--- src/obj_cfg.svh ---
`ifndef OBJ_CFG_SVH
`define OBJ_CFG_SVH

// attribute table
`define OBJ_COUNT       64      // entries, five bytes each
`define OBJ_TABLE_AW    9       // byte address into the table

// line buffer
`define OBJ_LINE_AW     9       // horizontal position

// graphics ROM, tile code + row + half-word
`define OBJ_ROM_AW      18

// screen column added to every object x
`define OBJ_X_OFFSET    8

`endif
--- src/obj_ram.sv ---
`include "obj_cfg.svh"

module obj_ram (
    input  logic                        clk,
    input  logic                        cpu_we,
    input  logic [`OBJ_TABLE_AW-1:0]    cpu_addr,
    input  logic [7:0]                  cpu_din,
    input  logic [`OBJ_TABLE_AW-1:0]    scan_addr,
    output logic [7:0]                  scan_data
);

    localparam int DEPTH = 5 * `OBJ_COUNT;

    logic [7:0] mem [DEPTH];
    logic       cpu_in_range;

    // addresses past the last entry are dropped
    assign cpu_in_range = cpu_addr < `OBJ_TABLE_AW'(DEPTH);

    always_ff @(posedge clk) begin
        if (cpu_we && cpu_in_range) begin
            mem[cpu_addr] <= cpu_din;
        end
    end

    // scanner side, one cycle read latency
    always_ff @(posedge clk) begin
        scan_data <= mem[scan_addr];
    end

endmodule

--- config.mk ---
export PLATFORM = sky130hd
export DESIGN_NAME = obj_ram
export DESIGN_NICKNAME = d
export VERILOG_FILES = /design/src/obj_ram.sv
export VERILOG_INCLUDE_DIRS = /design/src
export SDC_FILE = /design/constraint.sdc
export NUM_CORES = 2
export LEC_CHECK = 0
export BUFFER_PORTS_ARGS = -buffer_cell sky130_fd_sc_hd__buf_2
export CAP_MARGIN = 20
export CORE_ASPECT_RATIO = 1.25
export CORE_UTILIZATION = 35
export DETAILED_ROUTE_END_ITERATION = 10
export PLACE_DENSITY = 0.46
export SYNTH_ARGS = -nofsm -noshare
export SYNTH_HDL_FRONTEND = slang
export SYNTH_SLANG_ARGS = --single-unit
--- constraint.sdc ---
create_clock -name clk -period 5.87 [get_ports clk]
set_input_delay 0.2935 -clock clk [delete_from_list [all_inputs] [get_ports clk]]
set_output_delay 0.2935 -clock clk [all_outputs]
set_load 0.01 [all_outputs]
==> run_results.csv <==
group,metric,value,unit
status,outcome,"complete, no violations",
power_and_ir_drop,power_leakage,34.7,nW
grt,grt_pass1_wl,382000,um
setup_path,cp_data_arrival_time,4.24,ns
clock_tree,insertion_delay,0.87,ns
clock_tree,tritoncts,"yes",
clock_tree,root_buffer,"clkbuf_16",
setup_path,r2r_start,"mem[228][4]",
route,dr.pass1.iters,7,
floorplanning,die_h,598,um
yosys,ys_seq_elements,2568,
timing,maxSlewHeadroom,18.9,%
flow_run,cap_viol_max_count,0,
timing,setup_viol,0,
yosys,ys_types,43,
yosys,syn_nets,4715,
layout,layout.nets,4860,
grt,grt_max_degree,196,
setup_path,r2r_setup_slack,2.64,ns
grt,grt_pass1_vias,48800,
yosys,synth_area,99600,sq um
clock_tree,clk_pin_slew,0.06,ns
timing,skew,0.0367,ns
timing,rsz0062_at_grt,"no",
timing,slew_viol_final,0,
clock_tree,cts_made_buffers,274,
power_and_ir_drop,vdd_ir_drop_max,0.189,mV
yosys,syn_inst,4687,
placed_design,globalplace.congestion,0.795,
floorplanning,core_area,283000,sq um
floorplanning,initial_core_util,35.2,%
timing,fin_ws,2.36,ns
yosys,synth_warnings,0,
grt,overflow,0,
timing,finalHoldViolCount,0,
route,ant_nets,0,
layout,layout-drive-gt1-share,22.6,%
power_and_ir_drop,finalPower,0.0390,W
clock_tree,ctsLongestPathBuffers,4,
clock_tree,cts.sinks,2568,
setup_path,cp-start-kind,"primary input",
yosys,seq_area_frac_synth,77.4,%
route,drt_wl_total,268000,um
setup_path,worstPathRequired,6.59,ns
layout,area_growth_syn_to_layout,13.5,%
min_path,hold_path_end,"scan_data[6]",
placed_design,hpwlAfterDp,160000,um
min_path,min_from,"scan_addr[8]",
grt,track_usage,18.6,%
min_path,hold_depth,3,
timing,tightest_slew,1.20,ns
floorplanning,ios,36,
clock_tree,ctsHoldBuffers,8,
layout,final_cell_mix,"edfxtp_1, mux4_2, nor2_1, clkbuf_16, mux2i_1",
route,drt_first_iter_violations,4204,
timing,fin_crit,3.51,ns
layout,fill_cells,25200,
setup_path,reg2reg_to,"scan_data[4]",
timing,fmax,0.285,GHz
floorplanning,die_area,287000,sq um
placed_design,port_buffers,35,
timing,setup-tns-final,0,ns
setup_path,startpoint,"scan_addr[2]",
clock_tree,cts_setup_buffers,0,
route,drc,0,
placed_design,place_ws,1.33,ns
floorplanning,dieWidth,479,um
route,num_vias,46600,
clock_tree,post_cts_resize_count,0,
grt,antenna_found_initial,19,
setup_path,critPathCaptureType,"flop",
setup_path,timing_worst_setup_path_type,"primary input to flop",
power_and_ir_drop,p_per_area,345,nW/um^2
setup_path,r2r_cells,7,
yosys,syn_avg_cell_area,21.2,sq um
route,drt-wirelength-per-cell,30.5,um
timing,fin_crit_sh,59.8,%
layout,mostFrequentLayoutCell,"edfxtp_1",
clock_tree,htreeDepth,5,
min_path,hold_class,"primary input to flop",
setup_path,worstPathMaxFanout,53,
floorplanning,rows,218,
timing,hold-worst-slack,0.114,ns
route,viasPerCell,5.31,
[worst max-delay path, cell delays in order]
cell      delay, ns
buf_8          0.22
buf_12         0.28
nor2b_4        0.64
buf_4          0.47
nand2_1        0.12
o211ai_1       0.24
a41oi_1        0.29
a31oi_1        0.85
o211ai_1       0.36
a22o_1         0.33
[how the worst max path moves through the flow]
stage	slack (ns)	cells after the start	end
2_1_floorplan	3.30	10	scan_data[0]
3_3_place_gp	1.32	10	scan_data[4]
3_5_place_dp	1.33	10	scan_data[4]
4_1_cts	2.21	10	scan_data[4]
5_1_grt	2.26	10	scan_data[4]
6_report	2.36	10	scan_data[3]
[report_power, final]
| group | internal, W | switching [W] |
|---|---|---|
| Clock | 0.00984 | 0.00706 |
| Combinational | 0.000626 | 0.00120 |
| Sequential | 0.0202 | 0.0000414 |
| Total | 0.0307 | 0.00830 |
[through the flow]
stage / std cells / util [%] / cell area (sq um)
after floorplan: 4687 / - / 99600
after global placement: 8282 / 36.9 / 104000
after detailed placement: 8284 / 36.9 / 104000
after CTS: 8764 / 40.0 / 113000
after global routing: 8781 / 40.0 / 113000
final: 8782 / 40.0 / 113000
[routing by layer]
layer | vias to the layer above | GRT usage [%] | routed length, um
li1 | 19800 | - | -
met1 | 25300 | 24.4 | 112000
met2 | 1146 | 31.8 | 135000
met3 | 350 | 2.75 | 11600
met4 | 2 | 6.08 | 8530
met5 | - | 0 | 13
[layout make-up]
type                    instances  area (sq um)  area share, %
flip-flops and latches       2568         77000           68.2
multi-input cells            1822         21100           18.7
clock buffers                 334          7320           6.47
well taps                    3740          4680           4.14
repair buffers                164          1600           1.42
clock inverters               138          1220           1.08
diodes                         14          35.0         0.0310
inverters                       2          7.51        0.00664
[cells in the mapped netlist (all sizes together)]
cell type     n  area share [%]
or3b          2           0.018
o21ai        45            0.23
nand4         9           0.057
nand2b        8           0.050
a22oi        32            0.24
and3          2           0.013
o31ai         1          0.0075
a211oi       17            0.13
inv           2          0.0075
dfxtp         8            0.16
nand3b        7           0.053
and3b         1          0.0088
o221ai        7           0.062
and4b         1           0.010
clkbuf      158            0.60
a311oi        2           0.018
or3           1          0.0063
nor2b        35            0.22
nor3b         4           0.030
o311ai        8           0.070
a41oi        14            0.12
o211ai       86            0.65
mux2          9            0.10
a2111oi       2           0.018
a221o         1           0.010
nand3        36            0.18
a21oi        93            0.47
nand2       116            0.44
o22ai        29            0.18
a221oi       27            0.24
mux4        589              13
and2          4           0.025
mux2i       262             2.6
buf         137            0.93
edfxtp     2560              77
nor2        334             1.3
a31oi         9           0.057
nor3         22            0.11
a22o          7           0.062
[kinds of logic (layout without fill, tap and decap cells)]
| family | count (synthesis) | in the layout | synth area share, % |
|---|---|---|---|
| and+or+nand+nor | 582 | 582 | 2.48 |
| AOI/OAI and AO/OA | 380 | 380 | 2.56 |
| DFF | 2568 | 2568 | 77.4 |
| buffers and inverters | 297 | 638 | 1.54 |
| other | 0 | 14 | 0 |
| muxes | 860 | 860 | 16.1 |
[flip-flops by register name, summed over array words and instances, names as in the netlist]
name       count
scan_data      8
mem         2560
Power figures use the tool's default switching activity.
