## src/obj_cfg.svh

```systemverilog
`ifndef OBJ_CFG_SVH
`define OBJ_CFG_SVH

// attribute table
`define OBJ_COUNT       64      // entries, five bytes each
`define OBJ_TABLE_AW    9       // byte address into the table

// line buffer
`define OBJ_LINE_AW     9       // horizontal position

// graphics ROM, tile code + row + half-word
`define OBJ_ROM_AW      18

// screen column added to every object x
`define OBJ_X_OFFSET    8

`endif
```

## src/obj_pkg.sv

```systemverilog
`include "obj_cfg.svh"

package obj_pkg;

    // scanner states, named after the table byte being addressed
    typedef enum logic [3:0] {
        idle,
        read_size,
        read_y,
        read_code,
        read_pal,
        read_x,
        rom_wait,
        dump,
        next_word,
        next_obj
    } scan_state_e;

    typedef struct packed {
        logic [7:0]                 y;
        logic [`OBJ_LINE_AW-1:0]    x;
        logic                       size16;     // 16x16 when set, else 8x8
        logic                       hflip;
        logic                       vflip;
        logic [13:0]                code;       // bits 1:0 come from row and column
        logic [3:0]                 pal;
    } obj_attr_t;

    typedef struct packed {
        logic                       we;
        logic [`OBJ_LINE_AW:0]      addr;       // half select on top of x
        logic [7:0]                 data;       // palette and pixel index
    } line_wr_t;

endpackage

```

## src/obj_scan.sv

```systemverilog
`include "obj_cfg.svh"

module obj_scan (
    input  logic                        clk,
    input  logic                        rst,
    input  logic                        lhbl,
    input  logic                        lvbl,
    input  logic [8:0]                  vrender,
    output logic                        done,
    output logic [`OBJ_TABLE_AW-1:0]    scan_addr,
    input  logic [7:0]                  scan_data,
    output logic                        rom_cs,
    output logic [`OBJ_ROM_AW-1:0]      rom_addr,
    input  logic                        rom_ok,
    input  logic [15:0]                 rom_data,
    output obj_pkg::line_wr_t           line_wr,
    output logic                        draw_half
);

    localparam int TW = `OBJ_TABLE_AW;
    localparam int LW = `OBJ_LINE_AW;
    localparam logic [TW-1:0] LAST_BASE = TW'(5 * (`OBJ_COUNT - 1));
    localparam logic [LW-1:0] X_OFFSET  = LW'(`OBJ_X_OFFSET);

    obj_pkg::scan_state_e   st;
    obj_pkg::obj_attr_t     attr;

    logic [TW-1:0]  base;           // first byte of the current entry
    logic [2:0]     byte_sel;
    logic           last_lhbl;
    logic           line_start;
    logic [8:0]     vdiff;
    logic           covered;
    logic [3:0]     row;            // already flipped
    logic [1:0]     word;           // ROM word inside the row
    logic           last_word;
    logic           x_load;         // x[7:0] arrives this cycle
    logic [15:0]    pxl_data;
    logic [1:0]     pxl_cnt;
    logic [LW-1:0]  xpos;
    logic [LW-1:0]  x_src;
    logic [LW-1:0]  x_span;
    logic [LW-1:0]  x_first;
    logic [13:0]    rom_code;
    logic           wr_we;
    logic [LW:0]    wr_addr;
    logic [7:0]     wr_data;

    assign line_start = lhbl && !last_lhbl && lvbl;

    // table byte addressed in each read state
    always_comb begin
        case (st)
            obj_pkg::read_y:    byte_sel = 3'd1;
            obj_pkg::read_code: byte_sel = 3'd2;
            obj_pkg::read_pal:  byte_sel = 3'd3;
            obj_pkg::read_x:    byte_sel = 3'd4;
            default:            byte_sel = 3'd0;
        endcase
    end

    assign scan_addr = base + TW'(byte_sel);

    assign vdiff   = vrender - {1'b0, attr.y};
    assign covered = (vrender >= {1'b0, attr.y}) &&
                     (vdiff < (attr.size16 ? 9'd16 : 9'd8));

    // 16 pixel objects take row bit 3 and column bit 3 as code bits 1 and 0
    assign rom_code = attr.size16 ? {attr.code[13:2], row[3], word[1]} : attr.code;
    assign rom_addr = {rom_code, row[2:0], word[0]};

    // first screen column, the right edge when mirrored
    assign x_src   = x_load ? {attr.x[LW-1], scan_data} : attr.x;
    assign x_span  = attr.size16 ? LW'(15) : LW'(7);
    assign x_first = x_src + X_OFFSET + (attr.hflip ? x_span : '0);

    assign line_wr = '{we: wr_we, addr: wr_addr, data: wr_data};

    always_ff @(posedge clk) begin
        if (rst) begin
            st        <= obj_pkg::idle;
            done      <= 1'b1;
            rom_cs    <= 1'b0;
            draw_half <= 1'b0;
            last_lhbl <= 1'b0;
            base      <= '0;
            x_load    <= 1'b0;
            pxl_cnt   <= 2'd0;
            wr_we     <= 1'b0;
        end else begin
            last_lhbl <= lhbl;
            wr_we     <= 1'b0;
            if (line_start) begin           // restarts any scan in progress
                st        <= obj_pkg::read_size;
                done      <= 1'b0;
                rom_cs    <= 1'b0;
                draw_half <= ~draw_half;
                base      <= '0;
                x_load    <= 1'b0;
            end else begin
                case (st)
                    obj_pkg::read_size: st <= obj_pkg::read_y;
                    obj_pkg::read_y:    st <= obj_pkg::read_code;
                    obj_pkg::read_code: st <= obj_pkg::read_pal;
                    obj_pkg::read_pal: begin
                        st <= covered ? obj_pkg::read_x : obj_pkg::next_obj;
                    end
                    obj_pkg::read_x: begin
                        rom_cs <= 1'b1;     // code complete on this edge
                        x_load <= 1'b1;
                        st     <= obj_pkg::rom_wait;
                    end
                    obj_pkg::rom_wait: begin
                        x_load <= 1'b0;
                        if (rom_ok) begin
                            rom_cs  <= 1'b0;
                            pxl_cnt <= 2'd3;
                            st      <= obj_pkg::dump;
                        end
                    end
                    obj_pkg::dump: begin
                        wr_we   <= 1'b1;
                        pxl_cnt <= pxl_cnt - 2'd1;
                        if (pxl_cnt == 2'd0) begin
                            st <= obj_pkg::next_word;
                        end
                    end
                    obj_pkg::next_word: begin
                        if (last_word) begin
                            st <= obj_pkg::next_obj;
                        end else begin
                            rom_cs <= 1'b1;
                            st     <= obj_pkg::rom_wait;
                        end
                    end
                    obj_pkg::next_obj: begin
                        if (base == LAST_BASE) begin
                            done <= 1'b1;
                            st   <= obj_pkg::idle;
                        end else begin
                            base <= base + TW'(5);
                            st   <= obj_pkg::read_size;
                        end
                    end
                    default: ;
                endcase
            end
        end
    end

    // attribute decode and pixel datapath
    always_ff @(posedge clk) begin
        case (st)
            obj_pkg::read_y: begin          // byte 0 on the read port
                attr.x[LW-1]     <= scan_data[0];
                attr.size16      <= scan_data[1];
                attr.hflip       <= scan_data[4];
                attr.vflip       <= scan_data[5];
                attr.code[13:12] <= scan_data[7:6];
                attr.code[1:0]   <= 2'b00;
            end
            obj_pkg::read_code: begin
                attr.y <= scan_data;
            end
            obj_pkg::read_pal: begin
                attr.code[9:2] <= scan_data;
                row            <= vdiff[3:0] ^ {4{attr.vflip}};
                word           <= 2'd0;
            end
            obj_pkg::read_x: begin
                attr.code[11:10] <= scan_data[1:0];
                attr.pal         <= scan_data[7:4];
            end
            obj_pkg::rom_wait: begin
                if (x_load) begin
                    attr.x[LW-2:0] <= scan_data;
                end
                if (rom_ok) begin
                    pxl_data  <= rom_data;
                    word      <= word + 2'd1;   // next address while dumping
                    last_word <= (word == (attr.size16 ? 2'd3 : 2'd1));
                    if (word == 2'd0) begin
                        xpos <= x_first;
                    end
                end
            end
            obj_pkg::dump: begin            // msb nibble first
                wr_addr  <= {draw_half, xpos};
                wr_data  <= {attr.pal, pxl_data[15:12]};
                pxl_data <= pxl_data << 4;
                xpos     <= attr.hflip ? xpos - 1'b1 : xpos + 1'b1;
            end
            default: ;
        endcase
    end

endmodule

```

## config.mk

```make
export PLATFORM = sky130hd
export DESIGN_NAME = obj_scan
export DESIGN_NICKNAME = d
export VERILOG_FILES = /design/src/obj_pkg.sv /design/src/obj_scan.sv
export VERILOG_INCLUDE_DIRS = /design/src
export SDC_FILE = /design/constraint.sdc
export NUM_CORES = 1
export LEC_CHECK = 0
export ABC_CLOCK_PERIOD_IN_PS = 9700
export BUFFER_PORTS_ARGS = -buffer_cell sky130_fd_sc_hd__buf_2
export CORE_MARGIN = 10
export CORE_UTILIZATION = 25
export DETAILED_ROUTE_END_ITERATION = 16
export GPL_ROUTABILITY_DRIVEN = 0
export PLACE_DENSITY = 0.4
export SYNTH_ARGS = -nofsm -noshare
export SYNTH_HDL_FRONTEND = slang
export SYNTH_SLANG_ARGS = --single-unit
```

## constraint.sdc

```tcl
create_clock -name clk -period 9.7 [get_ports clk]
set_clock_uncertainty 0.2 [all_clocks]
set_input_delay 0.485 -clock clk [delete_from_list [all_inputs] [get_ports clk]]
set_output_delay 0.485 -clock clk [all_outputs]
set_load 0.03 [all_outputs]
```

==> results.md <==
- The run finished with clean final reports.
- The cell count after synthesis came out at 491.
- Yosys mapped the design onto 55 distinct sky130hd cell types.
- The estimated wirelength of the detail-placed design is 9.423 mm.
- The top fanout value on the critical path is 18.
- For the pin with the worst max-slew slack, the measured transition is 0.9025 ns.
- Across all hold checks on the routed design, the worst slack comes to 0.1577 ns.
- The detail-routed net length per standard cell is approximately 15 um.
- The fraction of post-synthesis cell area in the top cell type by area is 0.4701.
- After global routing the overflow that remains totals 0.
- For this run, design rule violations remaining after detail routing come to 0.
- Dividing the detail-routed via count by the number of cells gives 4.426.
- The first TritonRoute pass finished after 4 iterations.
- In this run the critical register-to-register path is captured at xpos[7]$_DFFE_PP_.
- For this design, the sink count on the clock tree is between 100 and 150.
- The fraction of the mapped netlist area in adder cells is 0.08517.
- The max-slew violation total from the final report is 0.
- The worst-case register-to-register setup slack is 6.51 ns.
- The count of cells in the finished layout, fillers not included, comes to between 800 and 900.
- Of the cells placed in the final design, the portion with a size suffix greater than 1 is 0.2148.
- The number of global-route vias before repair came to 4018.
- The count of antenna-violating nets left after detailed routing is 0.
- The post-CTS clock slew at the launch and capture registers of the worst setup and hold paths is 0.08 ns.
- The worst path arrival time is 3.42 ns.
- The insertion delay to the later sink of the worst-skew pair is 0.35 ns.
- The share of the Yosys chip area taken by registers is 0.5466.
- Of the total synthesized cell area, the portion taken by XOR and XNOR cells is 0.05420.
- The core region is roughly 22000 um2.
- In this run the most critical hold path is launched from lhbl.
- The number of max-cap violations is 0.
- The post-synthesis mux area share is 0.02847.
- In this run, synthesis inferred 86 flip-flops with an integrated enable.
- The final number of hold-violating endpoints is 0.
- The number of input and output port buffers inserted is 86.
- STA classifies the critical path startpoint as a flop.
- The count of nets after finishing is 636.
- The number of antenna violations at the first check in global routing is 0.
- The storage element area is 3003 um2.
- The final layout contains routed wiring with a total length of 12.76 mm.
- The upper clock frequency limit is roughly 0.24 GHz.
- The smallest clock period supported by the final layout is computed as 4.108 ns.
- The combined global-route utilization of all metal layers is 0.09181.
- Entering global routing, the biggest net connects 34 pins.
- The H-tree depth is 3.
- Synthesis produced a netlist with a net count of about 560.
- The nature of the critical path endpoint is an output pin.
- The average cell area after synthesis is 11.19 um2.
- The die covers 28310 um2.
- The first-pass GRT wire length is 20.93 mm.
- Including well taps, the total number of placed cells is between 800 and 900.
- Dividing total power by cell area gives a power density of 159.9 nW/um2.
- The worst register-to-register path has a depth of 10.
- The cell at the root of the clock tree is sky130_fd_sc_hd__clkbuf_16.
- For hold timing, the worst endpoint is last_lhbl$_SDFF_PP0_.
- The post-synth design cell area is 5494 um2.
- The repair_antennas step left the layout with diodes totalling 0.
- The reg-to-reg startpoint is x_load$_SDFFE_PP0P_.
- The row count is 54.
- After synthesis, the largest family of logic cells by area is simple AND/OR/NAND/NOR gates.
- By area the synthesized netlist is led by sky130_fd_sc_hd__edfxtp_1 (47%), sky130_fd_sc_hd__dfxtp_1 (7.7%), sky130_fd_sc_hd__ha_1 (7.1%).
- During synthesis, Yosys emitted a total of 0 warnings.
- In this run the post-CTS setup repair buffer count came out at 0.
- The biggest area contributor in the post-synthesis netlist is sky130_fd_sc_hd__edfxtp_1.
- The largest vdd supply drop is 0.00009612 V.
- The die span in y is roughly 170 um.
- The worst-case headroom to the max-slew limit is 0.3961.
- The synthesized-area fraction occupied by ao, oa, aoi and oai cells is 0.09884.
- The setup TNS is 0 ns.
- The area growth from synthesis to layout is 17.65%.
- The floorplan step set the die width to 168.2 um.
- Counting the fill cells in the layout gives 2289.
- The setup violation total in the final timing report is 0.
- The flip-flop cell with the highest count after synthesis is sky130_fd_sc_hd__edfxtp_1.
- The multi-input combinational cells in the finished layout cover a total of 2200 um2.
- The total number of vias is 3753.
- STA puts the critical path data required time at 9.02 ns.
- The critical path class is reg -> out.
- The class of the most critical hold timing path is in -> reg.
- The hold path depth is 2.
- The synthesized design contains 107 register bits.
- The initial utilization of the core area, before any placement, comes to 0.2525.
- Of the total synthesized cell area, the portion taken by AND, OR, NAND and NOR gates is 0.1316.
- The I/O pin count is 87.
- Setup repair after global routing left no endpoint under its margin.
- After synthesis, the share of flip-flops with an asynchronous set or reset is 0.
- Buffers inserted to repair hold after CTS numbered 0.
- The static leakage is 2.598 nW.
- For this block, the initial DRC count from the detailed router was 205.
- The number of buffers created by CTS is 9.
- The clock tree buffer depth is 2.
- The total of cells resized after clock tree synthesis is 0.
- Dividing the final minimum period by the clock period gives 0.4235.
- TritonCTS built the clock tree.
## per-stage QoR
stage	utilization	power (W)	cell area, um2	setup WS (ns)
global route	0.2971	0.001086	6464	5.221
finish	0.2971	0.001034	6464	5.592
floorplan	-	0.0006068	5494	5.565
global placement	0.2823	0.0006379	6141	6.053
CTS	0.2971	0.001053	6464	5.555
detailed placement	0.2823	0.0006399	6141	5.968
## worst max-delay path: stages (launching register included)
cell                      delay [ns]
sky130_fd_sc_hd__dfxtp_1        0.64
sky130_fd_sc_hd__nor4b_2        0.74
sky130_fd_sc_hd__or2_2          0.24
sky130_fd_sc_hd__ha_1           0.17
sky130_fd_sc_hd__inv_1          0.06
sky130_fd_sc_hd__fa_1           0.40
sky130_fd_sc_hd__nor2b_1        0.12
sky130_fd_sc_hd__o21ai_0        0.17
sky130_fd_sc_hd__nor2_1         0.18
sky130_fd_sc_hd__xor2_1         0.15
sky130_fd_sc_hd__buf_2          0.21
## power breakdown
group          switching, W  total [W]  internal [W]  leakage [nW]
combinational     0.0000630   0.000111     0.0000480          1.50
clock              0.000178   0.000407      0.000228         0.154
sequential        0.0000122   0.000516      0.000504         0.948
## registers in the layout, indices dropped and copies added, names as in the netlist, 2 cells and up
register  count
pxl_data     16
st            4
attr         36
pxl_cnt       2
base          9
xpos          9
row           4
wr_addr      10
word          2
wr_data       8
## cell usage after synthesis (all sizes together) (8+ instances only)
| library cell | number |
|---|---|
| buf | 23 |
| a21o | 8 |
| ha | 31 |
| nand2 | 55 |
| a21oi | 29 |
| dfxtp | 21 |
| mux2i | 10 |
| xnor2 | 21 |
| xor2 | 13 |
| o21ai | 22 |
| and2 | 9 |
| clkbuf | 8 |
| edfxtp | 86 |
| nor3 | 13 |
| inv | 29 |
| nor2 | 38 |
## kinds of logic after synthesis
group	Yosys count
mux	15
compound gates	86
xor+xnor	34
flops	107
simple gates	153
fa+ha+maj	35
buf+inv	61
## placed cells by master (no fill, tap or decap), drive strengths merged, types with 21 or more instances in the layout
master / synthesis / layout
buf: 23 / 92
edfxtp: 86 / 86
nand2: 55 / 55
nor2: 38 / 38
ha: 31 / 31
inv: 29 / 31
a21oi: 29 / 29
o21ai: 22 / 22
xnor2: 21 / 21
dfxtp: 21 / 21
## metal layers
layer | track usage | vias up | part of all wire
met5 | 0 | - | 0
met4 | 0.03444 | 0 | 0.021
met3 | 0.03236 | 19 | 0.055
met2 | 0.1472 | 87 | 0.46
met1 | 0.1108 | 1782 | 0.46
li1 | - | 1865 | -
## how the worst max path moves through the flow
stage                  startpoint      endpoint
3_3_place_gp   st[1]$_SDFFE_PP0P_  scan_addr[8]
5_1_grt        st[1]$_SDFFE_PP0P_  scan_addr[8]
2_1_floorplan  st[3]$_SDFFE_PP0P_  scan_addr[6]
6_report       st[1]$_SDFFE_PP0P_  scan_addr[8]
4_1_cts        st[1]$_SDFFE_PP0P_  scan_addr[8]
3_5_place_dp   st[1]$_SDFFE_PP0P_  scan_addr[8]
## cell type report
cell class              count  share of cell area
flip-flops and latches    107              0.4646
inverters                  30             0.01742
clock inverters             7             0.01510
well taps                 280             0.05420
multi-input cells         323              0.3403
clock buffers               9             0.03484
repair buffers             92             0.07356
No activity file was read; power rests on OpenSTA's default activity.
